`src/source/axil_wb_pkg.sv`:
```
// Bridge types for 32-bit data, 28-bit byte addresses and at most eight writes awaiting a response
package axil_wb_pkg;

	////////////////////////////////////////////////////////////
	// Bus widths
	////////////////////////////////////////////////////////////

	// AXI-lite byte address
	localparam int AXI_ADDR_W = 28;
	// Data and byte strobes
	localparam int DATA_W = 32;
	localparam int STRB_W = DATA_W / 8;
	// Byte offset bits inside one data word
	localparam int ADDR_LSBS = 2;
	// Wishbone carries word addresses only
	localparam int WB_ADDR_W = AXI_ADDR_W - ADDR_LSBS;

	////////////////////////////////////////////////////////////
	// Response queue
	////////////////////////////////////////////////////////////

	localparam int LGFIFO = 3;
	localparam int RESP_DEPTH = 1 << LGFIFO;

	// Extra top bit tells a full queue from an empty one
	typedef logic [LGFIFO:0] resp_ptr_t;

	// One Wishbone write request, 62 bits
	typedef struct packed {
		logic [WB_ADDR_W-1:0] addr;
		logic [DATA_W-1:0] data;
		logic [STRB_W-1:0] sel;
	} wb_req_t;

	// AXI BRESP encodings
	typedef enum logic [1:0] {
		RESP_OKAY = 2'b00,
		RESP_SLVERR = 2'b10,
		RESP_DECERR = 2'b11
	} axi_resp_e;

	// Normal running, or flushing after a bus error
	typedef enum logic {
		TRK_RUN = 1'b0,
		TRK_DRAIN = 1'b1
	} trk_state_e;

endpackage
```
`src/source/axilwr2wb.sv`:
```
// AXI-lite write-only slave to pipelined Wishbone master; no read channel and no protection bits
module axilwr2wb (
	input logic i_clk,
	input logic w_reset,
	// AXI-lite write address
	input logic i_axi_awvalid,
	output logic o_axi_awready,
	input logic [axil_wb_pkg::AXI_ADDR_W-1:0] i_axi_awaddr,
	// AXI-lite write data
	input logic i_axi_wvalid,
	output logic o_axi_wready,
	input logic [axil_wb_pkg::DATA_W-1:0] i_axi_wdata,
	input logic [axil_wb_pkg::STRB_W-1:0] i_axi_wstrb,
	// AXI-lite write response
	output logic o_axi_bvalid,
	input logic i_axi_bready,
	output axil_wb_pkg::axi_resp_e o_axi_bresp,
	// Wishbone master
	output logic o_wb_cyc,
	output logic o_wb_stb,
	output logic [axil_wb_pkg::WB_ADDR_W-1:0] o_wb_addr,
	output logic [axil_wb_pkg::DATA_W-1:0] o_wb_data,
	output logic [axil_wb_pkg::STRB_W-1:0] o_wb_sel,
	input logic i_wb_ack,
	input logic i_wb_stall,
	input logic i_wb_err
);

	// Joined request toward the master
	logic w_accept;
	axil_wb_pkg::wb_req_t w_req;

	// Issue path status
	logic w_issue_ready;
	logic w_slot_free;

	// Completion events
	logic w_done;
	logic w_bus_err;

	////////////////////////////////////////////////////////////
	// AW and W join
	////////////////////////////////////////////////////////////

	axil_write_join u_join (
		.i_clk(i_clk),
		.w_reset(w_reset),
		.i_axi_awvalid(i_axi_awvalid),
		.o_axi_awready(o_axi_awready),
		.i_axi_awaddr(i_axi_awaddr),
		.i_axi_wvalid(i_axi_wvalid),
		.o_axi_wready(o_axi_wready),
		.i_axi_wdata(i_axi_wdata),
		.i_axi_wstrb(i_axi_wstrb),
		.i_can_issue({w_issue_ready, w_slot_free}),
		.o_accept(w_accept),
		.o_req(w_req)
	);

	// Wishbone side
	wb_write_master u_master (
		.i_clk(i_clk),
		.w_reset(w_reset),
		.i_accept(w_accept),
		.i_req(w_req),
		.o_issue_ready(w_issue_ready),
		.o_wb_cyc(o_wb_cyc),
		.o_wb_stb(o_wb_stb),
		.o_wb_addr(o_wb_addr),
		.o_wb_data(o_wb_data),
		.o_wb_sel(o_wb_sel),
		.i_wb_ack(i_wb_ack),
		.i_wb_stall(i_wb_stall),
		.i_wb_err(i_wb_err),
		.o_done(w_done),
		.o_bus_err(w_bus_err)
	);

	// Response ordering and error flush
	axil_resp_tracker u_tracker (
		.i_clk(i_clk),
		.w_reset(w_reset),
		.i_accept(w_accept),
		.i_done(w_done),
		.i_bus_err(w_bus_err),
		.o_slot_free(w_slot_free),
		.o_axi_bvalid(o_axi_bvalid),
		.i_axi_bready(i_axi_bready),
		.o_axi_bresp(o_axi_bresp)
	);

endmodule

```
`src/source/axil_resp_tracker.sv`:
```
// In-order B channel for up to eight writes; after a bus error new writes wait until the queue drains
module axil_resp_tracker (
	input logic i_clk,
	input logic w_reset,
	// Queue events
	input logic i_accept,
	input logic i_done,
	input logic i_bus_err,
	// Room for another write
	output logic o_slot_free,
	// AXI-lite write response
	output logic o_axi_bvalid,
	input logic i_axi_bready,
	output axil_wb_pkg::axi_resp_e o_axi_bresp
);

	// first is accepted, mid is finished on the bus, last is answered
	axil_wb_pkg::resp_ptr_t r_first;
	axil_wb_pkg::resp_ptr_t r_mid;
	axil_wb_pkg::resp_ptr_t r_last;

	// Entry that took the bus error
	axil_wb_pkg::resp_ptr_t r_err_loc;

	logic r_full;
	axil_wb_pkg::trk_state_e r_state;

	// Derived values
	axil_wb_pkg::resp_ptr_t w_next_first;
	axil_wb_pkg::resp_ptr_t w_fill_next;
	axil_wb_pkg::resp_ptr_t w_err_dist;
	logic w_pop;

	////////////////////////////////////////////////////////////
	// Queue pointers
	////////////////////////////////////////////////////////////

	assign w_pop = o_axi_bvalid && i_axi_bready;
	assign w_next_first = r_first + 1'b1;
	assign w_fill_next = w_next_first - r_last;

	always_ff @(posedge i_clk)
	begin
		if (w_reset)
		begin
			r_first <= '0;
			r_mid <= '0;
			r_last <= '0;
		end
		else
		begin
			if (i_accept)
				r_first <= w_next_first;

			// Bus completions first, then flushing toward first
			if (i_done)
				r_mid <= r_mid + 1'b1;
			else if ((r_state == axil_wb_pkg::TRK_DRAIN) && (r_mid != r_first))
				r_mid <= r_mid + 1'b1;

			if (w_pop)
				r_last <= r_last + 1'b1;
		end
	end

	// Full once RESP_DEPTH entries are waiting
	always_ff @(posedge i_clk)
	begin
		if (w_reset)
			r_full <= 1'b0;
		else if (i_accept && !w_pop)
			r_full <= (w_fill_next == axil_wb_pkg::RESP_DEPTH);
		else if (w_pop && !i_accept)
			r_full <= 1'b0;
	end

	////////////////////////////////////////////////////////////
	// Error drain
	////////////////////////////////////////////////////////////

	always_ff @(posedge i_clk)
	begin
		if (w_reset)
		begin
			r_state <= axil_wb_pkg::TRK_RUN;
			r_err_loc <= '0;
		end
		else if (i_bus_err)
		begin
			// The erroring write sits at mid
			r_state <= axil_wb_pkg::TRK_DRAIN;
			r_err_loc <= r_mid;
		end
		else if ((r_state == axil_wb_pkg::TRK_DRAIN) && (r_first == r_last))
			r_state <= axil_wb_pkg::TRK_RUN;
	end

	// No new writes while full or flushing
	assign o_slot_free = !r_full && (r_state == axil_wb_pkg::TRK_RUN);

	////////////////////////////////////////////////////////////
	// B channel
	////////////////////////////////////////////////////////////

	// Answer ready whenever mid is ahead of last
	assign o_axi_bvalid = (r_mid != r_last);

	// Wrap distance, top bit set means last is past the error entry
	assign w_err_dist = r_err_loc - r_last;

	always_comb
	begin
		if (r_state == axil_wb_pkg::TRK_RUN)
			o_axi_bresp = axil_wb_pkg::RESP_OKAY;
		else if (w_err_dist == '0)
			o_axi_bresp = axil_wb_pkg::RESP_SLVERR;
		else if (w_err_dist[axil_wb_pkg::LGFIFO])
			o_axi_bresp = axil_wb_pkg::RESP_DECERR;
		else
			o_axi_bresp = axil_wb_pkg::RESP_OKAY;   // acked before the error
	end

endmodule

```
`src/source/wb_write_master.sv`:
```
// Pipelined Wishbone write master; expects one ack or err per accepted stb and no ack outside cyc
module wb_write_master (
	input logic i_clk,
	input logic w_reset,
	// Request from the join
	input logic i_accept,
	input axil_wb_pkg::wb_req_t i_req,
	output logic o_issue_ready,
	// Wishbone master side
	output logic o_wb_cyc,
	output logic o_wb_stb,
	output logic [axil_wb_pkg::WB_ADDR_W-1:0] o_wb_addr,
	output logic [axil_wb_pkg::DATA_W-1:0] o_wb_data,
	output logic [axil_wb_pkg::STRB_W-1:0] o_wb_sel,
	input logic i_wb_ack,
	input logic i_wb_stall,
	input logic i_wb_err,
	// Completion events for the tracker
	output logic o_done,
	output logic o_bus_err
);

	// Registered request on the bus
	axil_wb_pkg::wb_req_t r_req;

	// Acks still owed by the slave
	axil_wb_pkg::resp_ptr_t r_outstanding;

	logic w_stb_taken;

	////////////////////////////////////////////////////////////
	// Handshake decode
	////////////////////////////////////////////////////////////

	// Slave took the strobe this cycle
	assign w_stb_taken = o_wb_stb && !i_wb_stall;

	// A new request may load when nothing is waiting on stall
	assign o_issue_ready = !o_wb_stb || !i_wb_stall;

	// Bus responses only count while the cycle is open
	assign o_done = o_wb_cyc && (i_wb_ack || i_wb_err);
	assign o_bus_err = o_wb_cyc && i_wb_err;

	// Cycle stays open until every strobe is answered
	assign o_wb_cyc = o_wb_stb || (r_outstanding != '0);

	////////////////////////////////////////////////////////////
	// Strobe and request
	////////////////////////////////////////////////////////////

	always_ff @(posedge i_clk)
	begin
		// An error ends the cycle, even over a fresh accept
		if (w_reset || o_bus_err)
			o_wb_stb <= 1'b0;
		else if (i_accept)
			o_wb_stb <= 1'b1;
		else if (!i_wb_stall)
			o_wb_stb <= 1'b0;
	end

	// Request holds still under stall
	always_ff @(posedge i_clk)
	begin
		if (o_issue_ready)
			r_req <= i_req;
	end

	assign o_wb_addr = r_req.addr;
	assign o_wb_data = r_req.data;
	assign o_wb_sel = r_req.sel;

	////////////////////////////////////////////////////////////
	// Outstanding ack count
	////////////////////////////////////////////////////////////

	always_ff @(posedge i_clk)
	begin
		if (w_reset || o_bus_err)
			r_outstanding <= '0;
		else
		begin
			// Moves by one at most, strobe and ack together cancel
			case ({w_stb_taken, o_wb_cyc && i_wb_ack})
				2'b10: r_outstanding <= r_outstanding + 1'b1;
				2'b01: r_outstanding <= r_outstanding - 1'b1;
				default: r_outstanding <= r_outstanding;
			endcase
		end
	end

endmodule

```
`src/source/axil_write_join.sv`:
```
// Holds one AW and one W beat at most; i_can_issue bit 1 is Wishbone ready and bit 0 a free response slot
module axil_write_join (
	input logic i_clk,
	input logic w_reset,
	// AXI-lite write address
	input logic i_axi_awvalid,
	output logic o_axi_awready,
	input logic [axil_wb_pkg::AXI_ADDR_W-1:0] i_axi_awaddr,
	// AXI-lite write data
	input logic i_axi_wvalid,
	output logic o_axi_wready,
	input logic [axil_wb_pkg::DATA_W-1:0] i_axi_wdata,
	input logic [axil_wb_pkg::STRB_W-1:0] i_axi_wstrb,
	// Issue path status from master and tracker
	input logic [1:0] i_can_issue,
	// Joined request out
	output logic o_accept,
	output axil_wb_pkg::wb_req_t o_req
);

	// Holding register flags
	logic r_awvalid;
	logic r_wvalid;

	// Holding register payload
	logic [axil_wb_pkg::WB_ADDR_W-1:0] r_addr;
	logic [axil_wb_pkg::DATA_W-1:0] r_data;
	logic [axil_wb_pkg::STRB_W-1:0] r_strb;

	// Handshakes and availability
	logic w_aw_take;
	logic w_w_take;
	logic w_aw_avail;
	logic w_w_avail;
	logic w_issue_ok;

	////////////////////////////////////////////////////////////
	// Ready and accept
	////////////////////////////////////////////////////////////

	// A channel is ready exactly when its holding register is empty
	assign o_axi_awready = !r_awvalid;
	assign o_axi_wready = !r_wvalid;

	assign w_aw_take = i_axi_awvalid && o_axi_awready;
	assign w_w_take = i_axi_wvalid && o_axi_wready;

	// Held beat or one arriving this cycle
	assign w_aw_avail = r_awvalid || w_aw_take;
	assign w_w_avail = r_wvalid || w_w_take;

	// Single place where the leave condition is formed
	assign w_issue_ok = i_can_issue[1] && i_can_issue[0];
	assign o_accept = w_aw_avail && w_w_avail && w_issue_ok;

	////////////////////////////////////////////////////////////
	// Holding registers
	////////////////////////////////////////////////////////////

	always_ff @(posedge i_clk)
	begin
		if (w_reset)
		begin
			r_awvalid <= 1'b0;
			r_wvalid <= 1'b0;
		end
		else
		begin
			// Arriving beat is kept only if the pair cannot leave now
			if (w_aw_take)
				r_awvalid <= !o_accept;
			else if (o_accept)
				r_awvalid <= 1'b0;

			if (w_w_take)
				r_wvalid <= !o_accept;
			else if (o_accept)
				r_wvalid <= 1'b0;
		end
	end

	// Payload capture, byte offset dropped here
	always_ff @(posedge i_clk)
	begin
		if (w_aw_take)
			r_addr <= i_axi_awaddr[axil_wb_pkg::AXI_ADDR_W-1:axil_wb_pkg::ADDR_LSBS];
		if (w_w_take)
		begin
			r_data <= i_axi_wdata;
			r_strb <= i_axi_wstrb;
		end
	end

	// Held copy wins over the live inputs
	always_comb
	begin
		o_req.addr = r_awvalid ? r_addr
			: i_axi_awaddr[axil_wb_pkg::AXI_ADDR_W-1:axil_wb_pkg::ADDR_LSBS];
		o_req.data = r_wvalid ? r_data : i_axi_wdata;
		o_req.sel = r_wvalid ? r_strb : i_axi_wstrb;
	end

endmodule

```
`config.mk`:
```
export PLATFORM = sky130hd
export DESIGN_NAME = axilwr2wb
export DESIGN_NICKNAME = d
export VERILOG_FILES = /design/src/source/axil_wb_pkg.sv /design/src/source/axilwr2wb.sv /design/src/source/axil_resp_tracker.sv /design/src/source/wb_write_master.sv /design/src/source/axil_write_join.sv
export SDC_FILE = /design/constraint.sdc
export NUM_CORES = 1
export LEC_CHECK = 0
export ABC_AREA = 1
export BUFFER_PORTS_ARGS = -buffer_cell sky130_fd_sc_hd__buf_2
export CORE_MARGIN = 1
export CORE_UTILIZATION = 35
export CTS_BUF_LIST = sky130_fd_sc_hd__clkbuf_8
export DETAILED_ROUTE_END_ITERATION = 10
export PLACE_DENSITY_LB_ADDON = 0.3
export SETUP_SLACK_MARGIN = 0.1
export SYNTH_ARGS = -nofsm -noshare
export SYNTH_HDL_FRONTEND = slang
export SYNTH_HIERARCHICAL = 1
export SYNTH_SLANG_ARGS = --single-unit
```
`constraint.sdc`:
```
create_clock -name i_clk -period 3.9 [get_ports i_clk]
set_input_delay 0.78 -clock i_clk [delete_from_list [all_inputs] [get_ports i_clk]]
set_output_delay 0.78 -clock i_clk [all_outputs]
set_load 0.005 [all_outputs]
```
Word level (Yosys, flattened, before mapping)
Cells that the tools add are included.
- memories kept: 0
- output and inout bits: 69
- register bits after elaboration: 149
- RAM bits: 0
- word-level logic and storage cells: 85
- latch bits: 0
- ROM bits: 0
- $lt $le $gt $ge: 0
- eq/ne operators: 7
- shifts and indexed selects: 0
- muxes and demuxes: 18
- $mul: 0
- bitwise logic cells: 1
- div/mod/pow operators: 0
- add/sub/neg operators: 7
- reductions and logical operators: 36
- operators with widths (cell ; count):
    $mux W32 ; 1
    $mux W26 ; 1
    $add A4 B1 Y4 const B ; 4
    $logic_and A1 B1 Y1 ; 15
    $mux W4 ; 3
    $reduce_bool A2 Y1 ; 6
    $mux W1 ; 9
    $ne A4 B4 Y1 ; 2
    $pmux W4 S2 ; 1
    $sub A4 B4 Y4 ; 2
    $logic_not A1 Y1 ; 7
    $logic_or A1 B1 Y1 ; 6
    $mux W2 ; 3
    $eq A4 B4 Y1 ; 1
    $eq A4 B4 Y1 const B ; 1
    $logic_not A4 Y1 ; 1
    $reduce_bool A4 Y1 ; 1
    $sub A4 B1 Y4 const B ; 1
    $eq A2 B1 Y1 const B ; 1
    $eq A2 B2 Y1 const B ; 1
    $ne A2 B1 Y1 const B ; 1
    $not A1 Y1 ; 1

Logic depth before layout (Yosys ltp)
Gate-level depths: netlist of the first run.
- depth after elaboration: 9
- mapped depth: 14

By module
Netlist of the first run, hierarchy kept.
- modules (own cells, without submodules) (module ; area an instance (um^2) ; cells an instance ; sequential area each (um^2) ; instances):
    axil_write_join ; 2760.1 ; 278 ; 1901.8 ; 1
    wb_write_master ; 2233.4 ; 118 ; 1961.9 ; 1
    axil_resp_tracker ; 1196.1 ; 170 ; 360.3 ; 1

Least setup slack after synthesis of the first run
OpenSTA, ideal clock, no wires.
- path kind: input to register
- start: in i_wb_stall
- end: reg u_tracker.r_full
- slack: 587 ps
- data required time: 3830 ps
- arrival time: 3242 ps
- stages: 10
- cell sequence: nand2_1 -> nand2_1 -> nor2_1 -> and2_1 -> ha_1 -> inv_1 -> nand4_1 -> a21oi_1 -> nand3_1 -> a21oi_1
- longest elaborated chain between the ends: 7
- elaborated cells between the ends (all ways): 9
- RTL lines (element ; RTL line ; source):
    start, declared ; axilwr2wb.sv:25 ; input logic i_wb_stall,
    $logic_not A1 Y1 * ; wb_write_master.sv:39 ; assign o_issue_ready = !o_wb_stb || !i_wb_stall;
    $logic_or A1 B1 Y1 * ; wb_write_master.sv:39 ;
    $logic_and A1 B1 Y1 * ; axil_write_join.sv:53 ; assign w_issue_ok = i_can_issue[1] && i_can_issue[0];
    $logic_and A1 B1 Y1 * ; axil_write_join.sv:54 ; assign o_accept = w_aw_avail && w_w_avail && w_issue_ok;
    named net w_accept ; axilwr2wb.sv:30 ; logic w_accept;
    $logic_not A1 Y1 ; axil_resp_tracker.sv:73 ; else if (w_pop && !i_accept)
    $logic_and A1 B1 Y1 ; axil_resp_tracker.sv:73 ;
    $reduce_bool A2 Y1 (no line) ; n/a ;
    end signal, assigned ; axil_resp_tracker.sv:72 ; r_full <= (w_fill_next == axil_wb_pkg::RESP_DEPTH);
    end, declared ; axil_resp_tracker.sv:25 ; logic r_full;
Mark *: on every way through the listed nets, which the timed path passes. The rest lies on a longest branch.
A chain may end at the register's enable or synchronous reset.

Final worst setup path of the first run
- start: reg u_tracker.r_last[0]
- end: out o_axi_bresp[1]
- longest elaborated chain between the ends: 4
- elaborated cells between the ends (all ways): 5
- RTL lines (element ; RTL line ; source):
    start, declared ; axil_resp_tracker.sv:20 ; axil_wb_pkg::resp_ptr_t r_last;
    start signal, assigned ; axil_resp_tracker.sv:62 ; r_last <= r_last + 1'b1;
    $sub A4 B4 Y4 * ; axil_resp_tracker.sv:109 ; assign w_err_dist = r_err_loc - r_last;
    $logic_not A4 Y1 or $mux W2 (tied branches) ; axil_resp_tracker.sv:115, axil_resp_tracker.sv:117 ;
    $mux W2 * ; axil_resp_tracker.sv:115 ; else if (w_err_dist == '0)
    $mux W2 * ; axil_resp_tracker.sv:113 ; if (r_state == axil_wb_pkg::TRK_RUN)
    end, declared ; axilwr2wb.sv:17 ; output axil_wb_pkg::axi_resp_e o_axi_bresp,
Every way passes the cells marked *; elsewhere a longest branch is shown, timed or not.

==> results.py, run 1 <==
metrics = {
    "timing": {
        "tightest_slew_ns": 1.15,
        "relSlewSlack_pct": 23.4,
        "setup_viol": 0,
        "fmaxAchievable_mhz": 342,
        "rsz0062_at_grt": "no",
        "hold_violations": 0,
        "slew_viol_final": 0,
        "final.period_utilization_pct": 75.1,
        "clock_skew_ns": 0.0143,
        "fin_tns_setup_ns": 0,
        "fin_crit_ns": 2.93,
    },
    "worst_setup_path": {
        "timing_worst_setup_path_type": "reg2out",
        "arrival_ns": 2.15,
        "max_stage_delay_ns": 0.48,
        "cpMaxStageDelayCell": "dfxtp_1",
        "required_ns": 3.12,
        "crit_path_end_kind": "output port",
        "path_cells": "ha_1 -> inv_1 -> fa_1 -> xor2_1 -> o32ai_1 -> buf_2",
        "start_kind": "flip-flop",
        "crit_path_max_fanout": 7,
    },
    "clock_network": {
        "cts_sinks": 149,
        "cts_buffers": 17,
        "cts.clk_slew.worst_paths_ns": 0.09,
        "root_buffer": "clkbuf_8",
        "htree_levels": 4,
        "clk_latency_ns": 0.44,
        "cts_tree": "yes",
        "cts_buffer_depth": 2,
        "post_cts_resized": 0,
        "cts_setup_buffers": 0,
        "cts_hold_buf": 0,
    },
    "pwr": {
        "internal_power_w": 0.00319,
        "pwr-share-seq_pct": 47.2,
        "ir_drop_mv": 0.359,
        "swShare_pct": 31.9,
        "p_leak_nw": 3.40,
        "pwr_density_cell_nw_per_um2": 623,
        "power_frac_comb_pct": 26.4,
        "netSwitchingPower_w": 0.00149,
        "clock_power_share_pct": 26.4,
    },
    "grt": {
        "grt_pass1_wl_um": 20500,
        "antenna_found_initial": 0,
        "grt_use_met2_pct": 25.7,
        "gr-usage-met3_pct": 4.02,
        "grt.busiest_layer": "met2",
        "track_usage_pct": 14.8,
        "met1_usage_pct": 17.5,
        "first_global_vias": 4170,
        "grt_overflow_total": 0,
        "grt_max_degree": 63,
    },
    "synth": {
        "synth_edf_count": 124,
        "avgSynthCellArea_um2": 10.9,
        "ys_types": 30,
        "synthFlopType": "edfxtp_1",
        "synth.area.mux_share_pct": 0,
        "synth-simple-area-share_pct": 18.8,
        "synth-seq-area-share_pct": 68.2,
        "synth_top_family_by_area": "simple AND/OR/NAND/NOR gates",
        "yosys_warnings": 6,
        "synthAdderAreaFrac_pct": 2.95,
        "synth_compound_area_share_pct": 3.23,
        "synthesis.nets": 652,
        "synth_xor_area_share_pct": 2.26,
        "synth_top_area_cell": "edfxtp_1",
        "synth_top_cell_area_share_pct": 60.2,
        "yosys-top-cells-area": "edfxtp_1 60%, nand2_1 14%, dfxtp_1 8.1%, ha_1 2.6%, inv_1 2.3%",
        "synthArstFlopShare_pct": 0,
        "postSynthCellCount": 566,
        "syn_area_um2": 6190,
        "ys_seq_elements": 149,
    },
    "routing": {
        "num_vias": 4348,
        "drc": 0,
        "firstDrtPassIters": 4,
        "routed_wirelength_um": 13000,
        "ant_nets": 0,
        "wl_per_cell_um": 13.7,
        "initialDrtViolationCount": 216,
        "viasPerCell": 4.58,
    },
    "cells_and_area": {
        "antenna_cells": 0,
        "layout-drive-gt1-share_pct": 26.2,
        "final_common_cell": "nand2_1",
        "finish.utilization_pct": 43.4,
        "final_nets": 797,
        "mostFrequentLayoutCells": "236 x nand2_1, 138 x buf_2, 124 x edfxtp_1",
        "syn2layout_area_growth_pct": 21.3,
        "fill_cells": 1656,
    },
    "die": {
        "coreArea_um2": 17300,
        "die_area_um2": 18200,
        "ios": 141,
        "fp.dieW_um": 135,
        "initial_core_util_pct": 35.8,
        "core.rowCount": 48,
        "die_h_um": 135,
    },
    "status": {
        "status": "finished clean",
    },
    "min_path": {
        "hold_class": "reg2reg",
    },
    "placement": {
        "routabilityCongestion": 0.835,
        "io_buffers": 138,
        "dpl.hpwl_um": 8750,
    },
    "flow_run": {
        "maxCapViolations": 0,
    },
}
-- worst max-delay path, delay by kind of cell, from the launching register on --
kind	cells	cell delay, ns
adders and majority gates	2	0.57
DFF	1	0.48
xor gates and xnor gates	1	0.15
buffers and inverters	2	0.22
AOI/OAI and AO/OA	1	0.28
-- cell families after synthesis --
group           Yosys count
buf+inv                  59
xor+xnor                 16
flops                   149
simple gates            289
compound gates           39
fa+ha+maj                14
-- stage by stage --
step	worst slack [ns]	total power, W	hold WS (ns)	area, um2	std cells
6_report	0.972	0.00468	0.478	7510	949
5_1_grt	0.809	0.00498	0.479	7510	949
4_1_cts	0.922	0.00475	0.475	7510	949
3_5_place_dp	1.44	0.00349	0.465	7090	917
3_3_place_gp	1.49	0.00343	0.451	7090	917
2_1_floorplan	0.587	0.00305	0.436	6190	566
-- cells in the mapped netlist, types with 3 or more instances --
master,count
xnor2_1,5
nand4_1,3
xor2_1,11
dfxtp_1,25
inv_2,3
buf_2,6
inv_1,38
buf_6,5
edfxtp_1,124
nand3_1,16
nor2_1,21
ha_1,13
nand2_1,237
o21ai_0,10
a21oi_1,25
nand2_2,4
buf_4,3
-- flip-flops by register name, indices dropped and copies added (netlist names), 4 cells and up --
register                count
u_tracker/r_err_loc         4
u_tracker/r_first           4
u_master/o_wb_addr         26
u_join/r_data              32
u_join/r_addr              26
u_master/o_wb_sel           4
u_master/r_outstanding      4
u_tracker/r_last            4
u_tracker/r_mid             4
u_join/r_strb               4
u_master/o_wb_data         32
-- worst paths after layout --
check / depth (start not counted) / endpoint / slack [ns] / startpoint
hold / removal: 2 / u_tracker/r_full / 0.48 / u_tracker/r_full
hold reg to reg: 2 / u_tracker/r_full / 0.48 / u_tracker/r_full
setup / recovery: 6 / o_axi_bresp[1] / 0.97 / u_tracker/r_last[0]
setup reg to reg: 10 / u_tracker/r_full / 1.88 / u_join/r_awvalid
-- layer usage --
metal	vias up	wire length (um)
met5	-	0
met1	2067	5500
met4	0	139
met3	12	650
li1	2155	-
met2	114	6670
-- layout make-up --
cell class	count	area, um2	share of cell area [%]
Clock buffer	17	234	3.12
Sequential cell	149	4220	56.3
Tap cell	225	282	3.75
Timing Repair Buffer	142	721	9.60
Clock inverter	15	180	2.40
Multi-Input combinational cell	358	1700	22.7
Inverter	43	165	2.20
-- power by group through the flow --
stage / Combinational, W / Clock, W / Sequential (W)
finish: 0.00123 / 0.00123 / 0.00221
CTS: 0.00125 / 0.00128 / 0.00221
detailed placement: 0.00124 / 0 / 0.00225
global placement: 0.00119 / 0 / 0.00224
floorplan: 0.000806 / 0 / 0.00224
global route: 0.00140 / 0.00134 / 0.00224
(Power assumes the default switching activity.)
==> run 2: changes to the inputs <==
--- a/config.mk
+++ b/config.mk
@@ -5,7 +5,7 @@
 export SDC_FILE = /design/constraint.sdc
 export NUM_CORES = 1
 export LEC_CHECK = 0
-export ABC_AREA = 1
+export ABC_AREA = 0
 export BUFFER_PORTS_ARGS = -buffer_cell sky130_fd_sc_hd__buf_2
 export CORE_MARGIN = 1
 export CORE_UTILIZATION = 35
==> constraint.sdc (replaced) <==
create_clock -name i_clk -period 2.4 [get_ports i_clk]
set_input_delay 0.48 -clock i_clk [delete_from_list [all_inputs] [get_ports i_clk]]
set_output_delay 0.48 -clock i_clk [all_outputs]
set_load 0.005 [all_outputs]
==> run 2 against run 1 <==
  * Via count is 15% lower
  * The flow now finishes with violations (setup timing)
  * Largest power group unchanged
  * Flip-flop and latch count stayed put
  * Final cell count is 17% lower
  * Clock power is 48% higher
  * Global-route usage is 1.2 points lower
  * Critical path depth stayed put
  * Register-to-register slack worse by 1.8 ns
  * Die area is 0.56% lower
==> results.py, run 2 <==
metrics = {
    "clock_network": {
        "root_buffer": "clkbuf_8",
        "htree_levels": 4,
        "cts.clk_slew.worst_paths_ns": 0.09,
        "cts_buffers": 17,
        "cts_hold_buf": 0,
        "cts_tree": "yes",
        "cts_sinks": 149,
        "cts_buffer_depth": 2,
        "clk_latency_ns": 0.45,
    },
    "cells_and_area": {
        "syn2layout_area_growth_pct": 25.2,
        "register_area_um2": 4240,
        "final_common_cell": "buf_2",
        "fill_cells": 1553,
        "final_nets": 634,
        "mostFrequentLayoutCells": "138 x buf_2, 124 x edfxtp_1, 62 x mux2_2",
        "finish.utilization_pct": 44.7,
        "multi_input_area_um2": 1900,
        "layout-drive-gt1-share_pct": 50.6,
        "fin_area_um2": 7710,
    },
    "synth": {
        "synth_edf_count": 124,
        "avgSynthCellArea_um2": 16.1,
        "synth_top_cell_area_share_pct": 60.5,
        "yosys-top-cells-count": "124 x edfxtp_1, 62 x mux2_2, 25 x dfxtp_1",
        "synth_top_area_cell": "edfxtp_1",
        "yosys-top-cells-area": "edfxtp_1 61%, mux2_2 11%, dfxtp_1 8.1%, ha_1 2.6%, xor2_1 2.1%",
        "synthFlopType": "edfxtp_1",
        "ys_seq_elements": 149,
        "synth-seq-area-share_pct": 68.6,
        "syn_area_um2": 6150,
        "postSynthCellCount": 383,
        "ys_types": 51,
        "synthArstFlopShare_pct": 0,
        "yosys_warnings": 6,
        "synthesis.nets": 469,
        "synth.most_common_cell": "edfxtp_1",
    },
    "timing": {
        "fmaxAchievable_mhz": 389,
        "final.period_utilization_pct": 107,
        "tightest_slew_ns": 0.850,
        "whs_ns": 0.216,
        "fin_crit_ns": 2.57,
        "rsz0062_at_grt": "yes",
        "slew_viol_final": 0,
        "relSlewSlack_pct": 43.3,
        "fin_tns_setup_ns": -0.335,
        "setup_viol": 2,
        "clock_skew_ns": 0.0138,
        "setup_ws_ns": -0.170,
        "hold_violations": 0,
    },
    "pwr": {
        "ir_drop_mv": 0.336,
        "p_leak_nw": 3.06,
        "pwr_density_cell_nw_per_um2": 888,
        "fin_total_pwr_w": 0.00685,
    },
    "routing": {
        "wl_per_cell_um": 15.4,
        "ant_nets": 0,
        "initialDrtViolationCount": 200,
        "firstDrtPassIters": 4,
        "num_vias": 3689,
        "viasPerCell": 4.69,
        "drc": 0,
        "routed_wirelength_um": 12100,
    },
    "grt": {
        "grt_overflow_total": 0,
        "first_global_vias": 3688,
        "antenna_found_initial": 1,
        "grt_max_degree": 64,
        "grt_pass1_wl_um": 18700,
        "track_usage_pct": 13.6,
    },
    "worst_setup_path": {
        "crit_path_max_fanout": 3,
        "arrival_ns": 2.09,
        "reg2reg_from": "u_master/r_outstanding[1]",
        "crit_path_end_kind": "output port",
        "required_ns": 1.92,
        "timing_worst_setup_path_type": "reg2out",
        "crit_path_start": "u_tracker/r_err_loc[1]",
        "start_kind": "flip-flop",
    },
    "die": {
        "coreArea_um2": 17200,
        "die_h_um": 135,
        "ios": 141,
        "die_area_um2": 18100,
        "initial_core_util_pct": 35.7,
        "core.rowCount": 48,
        "fp.dieW_um": 135,
    },
    "min_path": {
        "hold_class": "in2reg",
        "hold_start": "i_axi_wdata[18]",
    },
    "placement": {
        "dpl_cell_area_um2": 7210,
        "io_buffers": 138,
        "dpl.hpwl_um": 7910,
        "routabilityCongestion": 0.751,
    },
    "status": {
        "status": "finished, violations left",
        "violations": "setup timing",
    },
    "flow_run": {
        "maxCapViolations": 0,
    },
}
run 2: cell types whose count changed in the layout (fill, tap and decap cells not counted), sizes merged, moves of 6 or more:
| cell | before | now |
|---|---|---|
| inv | 46 | 18 |
| nor2b | 0 | 10 |
| o21ai | 12 | 6 |
| nand2 | 242 | 9 |
| mux2 | 0 | 63 |
| nand3 | 18 | 6 |
| mux2i | 0 | 7 |
| buf | 142 | 161 |
| a21oi | 25 | 8 |
run 2: per-stage QoR:
stage,instances,setup slack [ns]
3_3_place_gp,750,0.0748
3_5_place_dp,750,0.0256
5_1_grt,786,-0.247
2_1_floorplan,383,0.0327
4_1_cts,783,-0.217
6_report,787,-0.170
run 2: cell families after synthesis:
family | share of synthesized area (%)
XOR/XNOR | 3.42
adder cells (fa/ha/maj) | 2.97
buffers and inverters | 2.13
AO/OA/AOI/OAI | 3.82
flip-flops | 68.6
AND/OR/NAND/NOR | 6.36
multiplexers | 12.7
run 2: repair_timing:
| item | 4_1_cts | 5_1_grt |
|---|---|---|
| gates cloned | 0 | 0 |
| resized for setup | 10 | 9 |
| setup endpoints to repair | 5 | 4 |
| pin swaps | 8 | 4 |
| setup buffers | 1 | 3 |
run 2: metal layers:
metal | vias to the layer above | wire length [um] | global-route usage [%] | part of all wire, %
met1 | 1788 | 5350 | 16.5 | 44
met4 | 0 | 156 | 6.12 | 1.3
li1 | 1777 | - | - | -
met3 | 13 | 676 | 4.02 | 5.6
met2 | 111 | 5950 | 22.4 | 49
met5 | - | 0 | 0 | 0
run 2: path summary, 6_finish.rpt:
kind / endpoint / slack [ns] / depth (start not counted)
max reg2reg: u_master/r_outstanding[2] / 0.08 / 10
max: o_axi_bresp[1] / -0.17 / 6
min reg2reg: u_tracker/r_full / 0.48 / 2
min: u_join/r_data[18] / 0.22 / 1
run 2: layout make-up:
class	instances	area share, %
Clock inverter	15	1.87
Multi-Input combinational cell	208	24.7
Inverter	11	0.536
Antenna cell	1	0.0325
Tap cell	225	3.65
Clock buffer	17	3.04
Sequential cell	149	55.0
Timing Repair Buffer	161	11.3
run 2: worst max-delay path: stages, from the launching register on:
cell     delay (ns)
dfxtp_4        0.37
ha_4           0.24
nor2b_4        0.12
o21a_1         0.19
or4b_4         0.53
nand3_2        0.09
buf_2          0.10
run 2: report_power, final:
group	switching [W]	internal (W)	total (W)
clock	0.00107	0.000759	0.00182
sequential	0.000144	0.00321	0.00335
combinational	0.000828	0.000840	0.00167
